--- config.mk ---
export PLATFORM = sky130hd
export DESIGN_NAME = overlay_subsys_top
export DESIGN_NICKNAME = d
export VERILOG_FILES = /design/src/design/overlay_pkg.sv /design/src/design/video_timing_gen.sv /design/src/design/overlay_ctrl.sv /design/src/design/pattern_gen.sv /design/src/design/overlay_box_gen.sv /design/src/design/overlay_merge.sv /design/src/design/overlay_subsys_top.sv
export VERILOG_INCLUDE_DIRS = /design/src /design/src/include
export SDC_FILE = /design/constraint.sdc
export NUM_CORES = 1
export LEC_CHECK = 0
export ABC_CLOCK_PERIOD_IN_PS = 1900
export BUFFER_PORTS_ARGS = -buffer_cell sky130_fd_sc_hd__buf_4
export CAP_MARGIN = 20
export CORE_MARGIN = 3
export CORE_UTILIZATION = 51
export DETAILED_ROUTE_END_ITERATION = 10
export HOLD_SLACK_MARGIN = 0.15
export PLACE_DENSITY_LB_ADDON = 0.3
export SLEW_MARGIN = 20
export SYNTH_ARGS = -nofsm -noshare
export SYNTH_HDL_FRONTEND = slang
export SYNTH_SLANG_ARGS = --single-unit
--- constraint.sdc ---
create_clock -name out_clk -period 1.9 [get_ports out_clk]
set_clock_uncertainty 0.2 [all_clocks]
set_input_delay 0.095 -clock out_clk [delete_from_list [all_inputs] [get_ports out_clk]]
set_output_delay 0.095 -clock out_clk [all_outputs]
set_load 0.02 [all_outputs]
--- src/include/overlay_consts.svh ---
// frame geometry, coordinate and pixel widths, and output pipeline depth
`ifndef OVERLAY_CONSTS_SVH
`define OVERLAY_CONSTS_SVH

// horizontal timing in quads
`define OVL_H_ACTIVE 16
`define OVL_H_TOTAL 24
`define OVL_H_WINDOW 18    // hsync stays high two quads past de

// vertical timing in quad rows
`define OVL_V_ACTIVE 8
`define OVL_V_TOTAL 12

// quad coordinate width, enough for OVL_H_TOTAL
`define OVL_POS_W 5

// bits per pixel
`define OVL_PIX_W 8

// cycles from tim_pos to out_beat
// one for the generators, two for the merge
`define OVL_PIPE_DEPTH 3

`endif

--- src/design/overlay_pkg.sv ---
// stream and settings types: quad, stream beat, quad position, box settings
`include "overlay_consts.svh"

package overlay_pkg;

	// one 2x2 quad, p00 is top left
	typedef struct packed
	{
		logic [`OVL_PIX_W-1:0] p00;
		logic [`OVL_PIX_W-1:0] p01;
		logic [`OVL_PIX_W-1:0] p10;
		logic [`OVL_PIX_W-1:0] p11;
	} quad_t;

	// one stream cycle
	typedef struct packed
	{
		logic  de;
		logic  valid;
		logic  hsync;
		logic  vsync;
		quad_t pix;
	} beat_t;

	// position in quad units
	typedef struct packed
	{
		logic [`OVL_POS_W-1:0] x;
		logic [`OVL_POS_W-1:0] y;
	} pos_t;

	// box corners, both inclusive
	typedef struct packed
	{
		logic [`OVL_POS_W-1:0] x0;
		logic [`OVL_POS_W-1:0] y0;
		logic [`OVL_POS_W-1:0] x1;
		logic [`OVL_POS_W-1:0] y1;
		logic [`OVL_PIX_W-1:0] colour;  // outline value, nonzero to be seen
	} box_cfg_t;

endpackage

--- src/design/video_timing_gen.sv ---
// video timing generator: h/v quad counters, stream levels, quad position, frame start
`timescale 1ns/10ps
`include "overlay_consts.svh"

module video_timing_gen
(
	input  logic               out_clk,
	input  logic               rstn,
	input  logic               stream_en,
	output overlay_pkg::beat_t tim_beat,
	output overlay_pkg::pos_t  tim_pos,
	output logic               frame_start
);

	logic [`OVL_POS_W-1:0] h_cnt;
	logic [`OVL_POS_W-1:0] v_cnt;
	logic                  h_last;
	logic                  v_last;
	logic                  de_c;

	assign h_last = (h_cnt == `OVL_POS_W'(`OVL_H_TOTAL - 1));
	assign v_last = (v_cnt == `OVL_POS_W'(`OVL_V_TOTAL - 1));
	assign de_c   = (h_cnt < `OVL_H_ACTIVE) && (v_cnt < `OVL_V_ACTIVE);

	// counters leave reset on the last quad so the first step wraps into frame 0
	always_ff @(posedge out_clk or negedge rstn)
	begin
		if (!rstn)
		begin
			h_cnt <= `OVL_POS_W'(`OVL_H_TOTAL - 1);
			v_cnt <= `OVL_POS_W'(`OVL_V_TOTAL - 1);
		end
		else
		begin
			if (h_last)
			begin
				h_cnt <= '0;
				if (v_last)
				begin
					v_cnt <= '0;
				end
				else
				begin
					v_cnt <= v_cnt + 1'b1;
				end
			end
			else
			begin
				h_cnt <= h_cnt + 1'b1;
			end
		end
	end

	// registered outputs, one cycle behind the counters
	always_ff @(posedge out_clk or negedge rstn)
	begin
		if (!rstn)
		begin
			tim_beat    <= '0;
			tim_pos     <= '0;
			frame_start <= 1'b0;
		end
		else
		begin
			tim_beat.de    <= de_c;
			tim_beat.valid <= de_c & stream_en;
			tim_beat.hsync <= (h_cnt < `OVL_H_WINDOW);
			tim_beat.vsync <= (v_cnt < `OVL_V_ACTIVE);
			tim_beat.pix   <= '0;         // generators fill the pixels
			tim_pos.x      <= h_cnt;
			tim_pos.y      <= v_cnt;
			// high while the counters sit at 0,0, one cycle ahead of quad 0,0 on tim_beat
			frame_start    <= h_last && v_last;
		end
	end

	a_de_in_window: assert property (@(posedge out_clk) disable iff (!rstn)
		$rose(tim_beat.de) |-> (tim_beat.hsync && tim_beat.vsync && (tim_pos.x == '0)))
		else $error("de rose outside the hsync/vsync window or away from quad x 0");

endmodule

--- src/design/overlay_ctrl.sv ---
// frame-synchronous box settings FSM with shadow and active registers
`timescale 1ns/10ps

module overlay_ctrl
(
	input  logic                  out_clk,
	input  logic                  rstn,
	input  overlay_pkg::box_cfg_t cfg_box,
	input  logic                  cfg_load,
	input  logic                  overlay_en,
	input  logic                  frame_start,
	output overlay_pkg::box_cfg_t act_box,
	output logic                  box_show
);

	typedef enum logic [1:0]
	{
		ST_OFF,
		ST_PENDING,
		ST_SHOW
	} state_t;

	state_t                state;
	state_t                state_nxt;
	overlay_pkg::box_cfg_t shadow;     // settings waiting for the next frame
	logic                  en_q;
	logic                  change;
	logic                  apply;

	assign change = cfg_load || (overlay_en != en_q);
	assign apply  = (state == ST_PENDING) && frame_start;

	always_comb
	begin
		state_nxt = state;
		if (apply)
		begin
			state_nxt = overlay_en ? ST_SHOW : ST_OFF;
		end
		// a new request always wins, even in the frame start cycle
		if (change)
		begin
			state_nxt = ST_PENDING;
		end
	end

	always_ff @(posedge out_clk or negedge rstn)
	begin
		if (!rstn)
		begin
			state    <= ST_OFF;
			en_q     <= 1'b0;
			shadow   <= '0;
			act_box  <= '0;
			box_show <= 1'b0;
		end
		else
		begin
			state <= state_nxt;
			en_q  <= overlay_en;
			if (cfg_load)
			begin
				shadow <= cfg_box;
			end
			if (apply)
			begin
				act_box  <= shadow;
				box_show <= overlay_en;   // held through PENDING until the switch
			end
		end
	end

	// outside PENDING the shown flag must match the settled state
	a_show_matches_state: assert property (@(posedge out_clk) disable iff (!rstn)
		(state != ST_PENDING) |-> (box_show == (state == ST_SHOW)))
		else $error("box_show disagrees with the FSM state");

endmodule

--- src/design/pattern_gen.sv ---
// main stream pattern generator, pixels from the quad position
`timescale 1ns/10ps
`include "overlay_consts.svh"

module pattern_gen
(
	input  logic               out_clk,
	input  logic               rstn,
	input  overlay_pkg::beat_t tim_beat,
	input  overlay_pkg::pos_t  tim_pos,
	output overlay_pkg::beat_t main_beat
);

	logic [`OVL_PIX_W-1:0] base;

	// 64*y + 4*x, wraps to pixel width
	assign base = `OVL_PIX_W'(tim_pos.y * 64 + tim_pos.x * 4);

	always_ff @(posedge out_clk or negedge rstn)
	begin
		if (!rstn)
		begin
			main_beat <= '0;
		end
		else
		begin
			main_beat.de    <= tim_beat.de;
			main_beat.valid <= tim_beat.valid;
			main_beat.hsync <= tim_beat.hsync;
			main_beat.vsync <= tim_beat.vsync;
			if (tim_beat.de)
			begin
				main_beat.pix.p00 <= base;
				main_beat.pix.p01 <= base + `OVL_PIX_W'(1);
				main_beat.pix.p10 <= base + `OVL_PIX_W'(2);
				main_beat.pix.p11 <= base + `OVL_PIX_W'(3);
			end
			else
			begin
				main_beat.pix <= '0;     // blanking
			end
		end
	end

endmodule

--- src/design/overlay_box_gen.sv ---
// overlay stream generator, draws the active box outline
`timescale 1ns/10ps

module overlay_box_gen
(
	input  logic                  out_clk,
	input  logic                  rstn,
	input  overlay_pkg::beat_t    tim_beat,
	input  overlay_pkg::pos_t     tim_pos,
	input  overlay_pkg::box_cfg_t act_box,
	input  logic                  box_show,
	output overlay_pkg::beat_t    ovl_beat
);

	logic in_x;     // x within x0..x1
	logic in_y;     // y within y0..y1
	logic on_row;
	logic on_col;
	logic hit;

	assign in_x = (tim_pos.x >= act_box.x0) && (tim_pos.x <= act_box.x1);
	assign in_y = (tim_pos.y >= act_box.y0) && (tim_pos.y <= act_box.y1);

	// top or bottom edge
	assign on_row = ((tim_pos.y == act_box.y0) || (tim_pos.y == act_box.y1)) && in_x;
	// left or right edge
	assign on_col = ((tim_pos.x == act_box.x0) || (tim_pos.x == act_box.x1)) && in_y;

	assign hit = box_show && tim_beat.de && (on_row || on_col);

	always_ff @(posedge out_clk or negedge rstn)
	begin
		if (!rstn)
		begin
			ovl_beat <= '0;
		end
		else
		begin
			ovl_beat.de    <= tim_beat.de;
			ovl_beat.valid <= tim_beat.de;    // overlay ignores stream_en
			ovl_beat.hsync <= tim_beat.hsync;
			ovl_beat.vsync <= tim_beat.vsync;
			if (hit)
			begin
				ovl_beat.pix <= {4{act_box.colour}};
			end
			else
			begin
				ovl_beat.pix <= '0;   // transparent
			end
		end
	end

endmodule

--- src/design/overlay_merge.sv ---
// two-stage per-pixel merge of main and overlay streams
`timescale 1ns/10ps

module overlay_merge
(
	input  logic               out_clk,
	input  logic               rstn,
	input  overlay_pkg::beat_t main_beat,
	input  overlay_pkg::beat_t ovl_beat,
	output overlay_pkg::beat_t out_beat
);

	overlay_pkg::beat_t main_q;
	overlay_pkg::quad_t ovl_pix_q;
	logic               check_q;   // main beat in active video and valid
	logic [3:0]         nz_q;      // overlay pixel nonzero, bit 0 is p00

	// stage 1
	always_ff @(posedge out_clk or negedge rstn)
	begin
		if (!rstn)
		begin
			main_q    <= '0;
			ovl_pix_q <= '0;
			check_q   <= 1'b0;
			nz_q      <= '0;
		end
		else
		begin
			main_q    <= main_beat;
			ovl_pix_q <= ovl_beat.pix;
			check_q   <= main_beat.valid & main_beat.hsync & main_beat.vsync & main_beat.de;
			nz_q[0]   <= (ovl_beat.pix.p00 != '0);
			nz_q[1]   <= (ovl_beat.pix.p01 != '0);
			nz_q[2]   <= (ovl_beat.pix.p10 != '0);
			nz_q[3]   <= (ovl_beat.pix.p11 != '0);
		end
	end

	// stage 2
	always_ff @(posedge out_clk or negedge rstn)
	begin
		if (!rstn)
		begin
			out_beat <= '0;
		end
		else
		begin
			out_beat.de    <= main_q.de;
			out_beat.valid <= main_q.valid;
			out_beat.hsync <= main_q.hsync;
			out_beat.vsync <= main_q.vsync;
			// overlay wins per pixel only where it is opaque
			out_beat.pix.p00 <= (check_q && nz_q[0]) ? ovl_pix_q.p00 : main_q.pix.p00;
			out_beat.pix.p01 <= (check_q && nz_q[1]) ? ovl_pix_q.p01 : main_q.pix.p01;
			out_beat.pix.p10 <= (check_q && nz_q[2]) ? ovl_pix_q.p10 : main_q.pix.p10;
			out_beat.pix.p11 <= (check_q && nz_q[3]) ? ovl_pix_q.p11 : main_q.pix.p11;
		end
	end

	// both generators must present the same quad in the same cycle
	a_streams_aligned: assert property (@(posedge out_clk) disable iff (!rstn)
		{ovl_beat.de, ovl_beat.hsync, ovl_beat.vsync}
			== {main_beat.de, main_beat.hsync, main_beat.vsync})
		else $error("main and overlay streams out of step");

	a_valid_in_de: assert property (@(posedge out_clk) disable iff (!rstn)
		out_beat.valid |-> out_beat.de)
		else $error("out valid without de");

endmodule

--- src/design/overlay_subsys_top.sv ---
// overlay subsystem top: timing, settings FSM, pattern and box generators, merge
`timescale 1ns/10ps

module overlay_subsys_top
(
	input  logic                  out_clk,
	input  logic                  rstn,
	input  logic                  stream_en,
	input  overlay_pkg::box_cfg_t cfg_box,
	input  logic                  cfg_load,
	input  logic                  overlay_en,
	output overlay_pkg::beat_t    out_beat
);

	overlay_pkg::beat_t    tim_beat;   // levels only, zero quad
	overlay_pkg::pos_t     tim_pos;
	logic                  frame_start;
	overlay_pkg::box_cfg_t act_box;
	logic                  box_show;
	overlay_pkg::beat_t    main_beat;
	overlay_pkg::beat_t    ovl_beat;

	video_timing_gen u_timing
	(
		.out_clk     (out_clk),
		.rstn        (rstn),
		.stream_en   (stream_en),
		.tim_beat    (tim_beat),
		.tim_pos     (tim_pos),
		.frame_start (frame_start)
	);

	overlay_ctrl u_ctrl
	(
		.out_clk     (out_clk),
		.rstn        (rstn),
		.cfg_box     (cfg_box),
		.cfg_load    (cfg_load),
		.overlay_en  (overlay_en),
		.frame_start (frame_start),
		.act_box     (act_box),
		.box_show    (box_show)
	);

	pattern_gen u_pattern
	(
		.out_clk   (out_clk),
		.rstn      (rstn),
		.tim_beat  (tim_beat),
		.tim_pos   (tim_pos),
		.main_beat (main_beat)
	);

	overlay_box_gen u_box
	(
		.out_clk  (out_clk),
		.rstn     (rstn),
		.tim_beat (tim_beat),
		.tim_pos  (tim_pos),
		.act_box  (act_box),
		.box_show (box_show),
		.ovl_beat (ovl_beat)
	);

	overlay_merge u_merge
	(
		.out_clk   (out_clk),
		.rstn      (rstn),
		.main_beat (main_beat),
		.ovl_beat  (ovl_beat),
		.out_beat  (out_beat)
	);

endmodule

==> impl.org <==
** Outcome
- Run status :: finished, violations left
- The checks that failed: setup timing.

** Worst setup path
- By startpoint and endpoint, the worst setup path is classified as register to register.
- The critical path goes through ha_1 -> and4_4 -> nor2b_4 -> o31ai_4 -> nand4b_4 -> a21boi_1.
- Slowest CP cell :: dfrtp_1
- Type of element launching the critical path :: register
- In this run the critical register-to-register path is launched from u_timing.tim_pos[9].
- Of all nets on the critical path, the largest fanout is 8.
- At the worst endpoint, the required time is between 2000 and 2500 ps.
- The setup check on the worst reg-to-reg path leaves a slack of -60 ps.
- Arrival time worst endpoint :: between 2000 and 2500 ps
- STA classifies the critical path endpoint as a register.
- Critical register-to-register path endpoint :: u_box.ovl_beat[25]
- Counting cells, the worst reg-to-reg path comes to 6.
- Slowest stage delay, CP :: 410 ps

** Global route
- Antenna violations before repair :: 0
- Vias in the first global route :: 3885
- Pin count of the biggest net entering global routing :: 67
- The first global-routing pass estimated between 15 and 20 mm of wire.
- Total grt overflow :: 0
- For this run, the total global-route usage over all layers was measured as 0.2122.

** Power and ir drop
- Of the total power, the share spent switching nets is 0.2250.
- The internal power of the cells totals 5.123 mW.
- In this run the static leakage power is 3.506 nW.
- Dividing total power by cell area gives a power density of approximately 900 nW/um2.
- Of the total power, the clock network draws 0.494.
- Gate power share :: 0.049
- Peak supply drop :: just over 0.8 mV
- Net load switching power :: approximately 1.5 mW
- The share of total power dissipated in sequential elements is 0.457.

** Clocking
- TritonCTS buffer count :: 17
- After clock tree synthesis, the clock-pin slew on the worst setup and hold paths is about 60 ps.
- The clock drives between 100 and 150 sinks.
- Cell at the root of the clock tree :: clkbuf_8
- Worst-Skew Late Latency :: ~520 ps
- Number of H-tree levels :: 4
- The clock passes through at most 2 buffers.
- CTS tree :: built

** Die
- Site row count :: 36
- From bottom edge to top edge, the die measures 108.1 um.
- Starting Density :: 0.5346
- Ports :: just under 70
- Die X :: ~110 um
- The core region is 9955 um2.
- Area of the die :: approximately 12000 um2

** Yosys
- Yosys instantiated no cell more often than dfrtp_1.
- Cells taking the most area after synthesis :: dfrtp_1, mux2_2, ha_1
- The most used flip-flop cell after synthesis is dfrtp_1.
- Number of warnings reported in the yosys synthesis log :: 0
- Counting every net in the synthesized netlist gives 468.
- EDFF count, synth :: 0
- Counting instances in the post-synthesis netlist gives the leading cell types as dfrtp_1, nand2_1, mux2_2, ha_1, buf_4.
- After synthesis the netlist holds a flip-flop and latch count of 137.
- The cell area that synthesis handed to floorplanning was between 5000 and 6000 um2.
- In the synthesized netlist, the number of instances is around 410.
- Fraction of the yosys area taken by sequential cells :: 0.6459
- The biggest area contributor in the post-synthesis netlist is dfrtp_1.
- Number of distinct standard cells referenced by the synthesized netlist :: 43
- Averaged over all synthesized cells, the footprint is about 13 um2.
- Proportion of netlist area held by the largest area contributor :: 0.6113
- Post-synthesis async set-or-reset flop share :: 1.000

** Route
- For this block, the initial DRC count from the detailed router was around 100.
- For this run, the detailed router's first-pass iteration total came to 4.
- For this block, the via count after detailed routing is roughly 3.6k.
- The count of nets left with antenna violations once routing finished came out at 0.
- Post-detailed-route wirelength per cell :: roughly 16 um
- For this run, design rule violations remaining after detail routing come to 0.
- Dividing the detail-routed via count by the number of cells gives 5.205.
- The final layout contains routed wiring with a total length of 11.27 mm.

** STA
- Final setup slack of the worst path :: -55.16 ps
- Maximum achievable frequency :: between 0.5 and 0.6 GHz
- At the pin with the least slew margin, the transition time is about 420 ps.
- In the finished design, the share of the clock period the worst path needs comes to 1.029.
- Max-slew headroom at the worst pin :: 0.7166
- Setup repair after global routing could not meet its margin everywhere.
- Final count of negative-setup-slack endpoints :: 8
- Final critical delay including setup and external delays :: about 2000 ps
- Total negative setup slack :: -353.2 ps
- The number of hold violations in the final report is 0.
- The number of pins exceeding their max-slew limit in the final report is 0.

** Placed design
- Once placement finished, the instance area stood at between 5000 and 6000 um2.
- Pre-CTS worst setup slack :: -16.85 ps
- # port buffers :: 68
- Routability-driven placement finished with a final weighted congestion of 0.8810.
- The wire-length estimate of the detail-placed layout is around 6.5 mm.

** Hold path
- The worst hold path belongs to the class register to register.
- Worst Hold Depth :: 0
- Endpoint, Worst Hold :: u_pattern.main_beat[33]
- Hold_sp :: u_timing.tim_beat[33]

** Finish
- Layout Cell Area excl Fill :: between 7000 and 8000 um2
- At the end of the flow, the number of nets in the layout was between 600 and 700.
- In the final layout, the share of cells above drive strength 1 is 0.3220.
- Flip-flop and latch area :: 3437 um2
- Layout Area Growth over Synthesis :: 36.16%
- Multi-input logic area :: 1697 um2
- Antenna Diode Count :: 0
- Filler cell count :: just over 600

** Run
- Max-cap violations in this run came to 0.
[flip-flops by register name, summed over array words and instances, names as in the netlist]
register	count
u_timing.tim_pos	10
u_ctrl.act_box	28
u_timing.h_cnt	5
u_merge.ovl_pix_q	8
u_ctrl.state	2
u_ctrl.en_q	1
u_merge.nz_q	1
u_ctrl.box_show	1
u_merge.out_beat	14
u_timing.v_cnt	5
u_ctrl.shadow	28
u_timing.tim_beat	4
u_box.ovl_beat	8
u_merge.check_q	1
u_merge.main_q	10
u_timing.frame_start	1
u_pattern.main_beat	10
[worst max path at each step]
stage | from | end | slack (ps) | cells past startpoint
global placement | u_timing.tim_pos[8] | u_box.ovl_beat[30] | 70 | 6
detailed placement | u_timing.tim_pos[8] | u_box.ovl_beat[28] | -20 | 6
finish | u_timing.tim_pos[9] | u_box.ovl_beat[25] | -60 | 6
global route | u_timing.tim_pos[6] | u_box.ovl_beat[29] | -120 | 6
floorplan | u_timing.tim_pos[8] | u_box.ovl_beat[24] | 120 | 6
CTS | u_timing.tim_pos[8] | u_box.ovl_beat[30] | 2 | 6
[kinds of logic after synthesis]
kind of cell / Yosys count / share of synthesized area
AO/OA/AOI/OAI: 48 / 0.05784
XOR/XNOR: 5 / 0.008229
adder cells (fa/ha/maj): 23 / 0.05408
buffers and inverters: 50 / 0.05196
flip-flops: 137 / 0.6459
multiplexers: 36 / 0.07618
AND/OR/NAND/NOR: 113 / 0.1058
[layout make-up]
| class | count | area share |
|---|---|---|
| Timing Repair Buffer | 145 | 0.1768 |
| Clock inverter | 14 | 0.02228 |
| Sequential cell | 137 | 0.4744 |
| Clock buffer | 18 | 0.05906 |
| Inverter | 20 | 0.01036 |
| Tap cell | 133 | 0.02297 |
| Multi-Input combinational cell | 225 | 0.2342 |
[metal layers]
layer / wire length (um) / vias to the layer above / part of all wire / GRT usage
met5: 0 / - / 0 / 0
met4: 308 / 0 / 0.027 / 0.1019
met3: 547 / 28 / 0.049 / 0.05910
met2: 6126 / 120 / 0.54 / 0.3819
met1: 4287 / 1828 / 0.38 / 0.2301
li1: - / 1626 / - / -
[cells in the final DEF (no fill, tap or decap), types with 5 or more instances in the layout]
master         netlist  final
mux2_2              35     35
clkbuf_16            0     16
nor2_1               9      9
o21ai_0             17     17
inv_1               19     15
a21boi_2             1      5
inv_2                1      5
a21oi_1              7      6
and2_1               7      7
ha_1                23     18
dlygate4sd3_1        0     65
dfstp_2              7      7
nand2_1             64     64
nand2b_1             5      5
buf_4               22     77
nand3_1              8      8
dfrtp_1            130    130
[power by group through the flow]
stage	logic (mW)	clock network, mW	registers [mW]
global route	0.364	3.43	3.02
CTS	0.382	3.30	3.01
floorplan	0.0760	0	3.06
detailed placement	0.202	0	3.07
global placement	0.195	0	3.06
finish	0.324	3.27	3.02
[through the flow]
stage               hold WS, ps  power [mW]    util  cells
floorplan                -400.6       3.131       -    412
global placement         -283.1       3.259  0.5909    591
detailed placement       -285.7       3.269  0.5909    591
CTS                       150.4       6.692  0.7435    713
global route              156.7       6.822  0.7279    692
finish                    150.3       6.611  0.7279    692
[critical path: cells and delay by family, from the launching register on]
| kind | cells | cell delay, ps |
|---|---|---|
| compound gates | 2 | 400 |
| fa+ha+maj | 1 | 320 |
| flops | 1 | 410 |
| simple gates | 3 | 540 |
[timing repair]
| item | CTS | global route |
|---|---|---|
| gates resized for setup | 4 | 14 |
| endpoints found under the hold margin | 172 | 0 |
| hold buffers | 90 | 0 |
| pin swaps | 3 | 13 |
| buffers inserted | 0 | 3 |
| setup endpoints to repair | 8 | 35 |
| gates cloned | 0 | 0 |
Note: power is estimated with default switching activity, not from simulation.
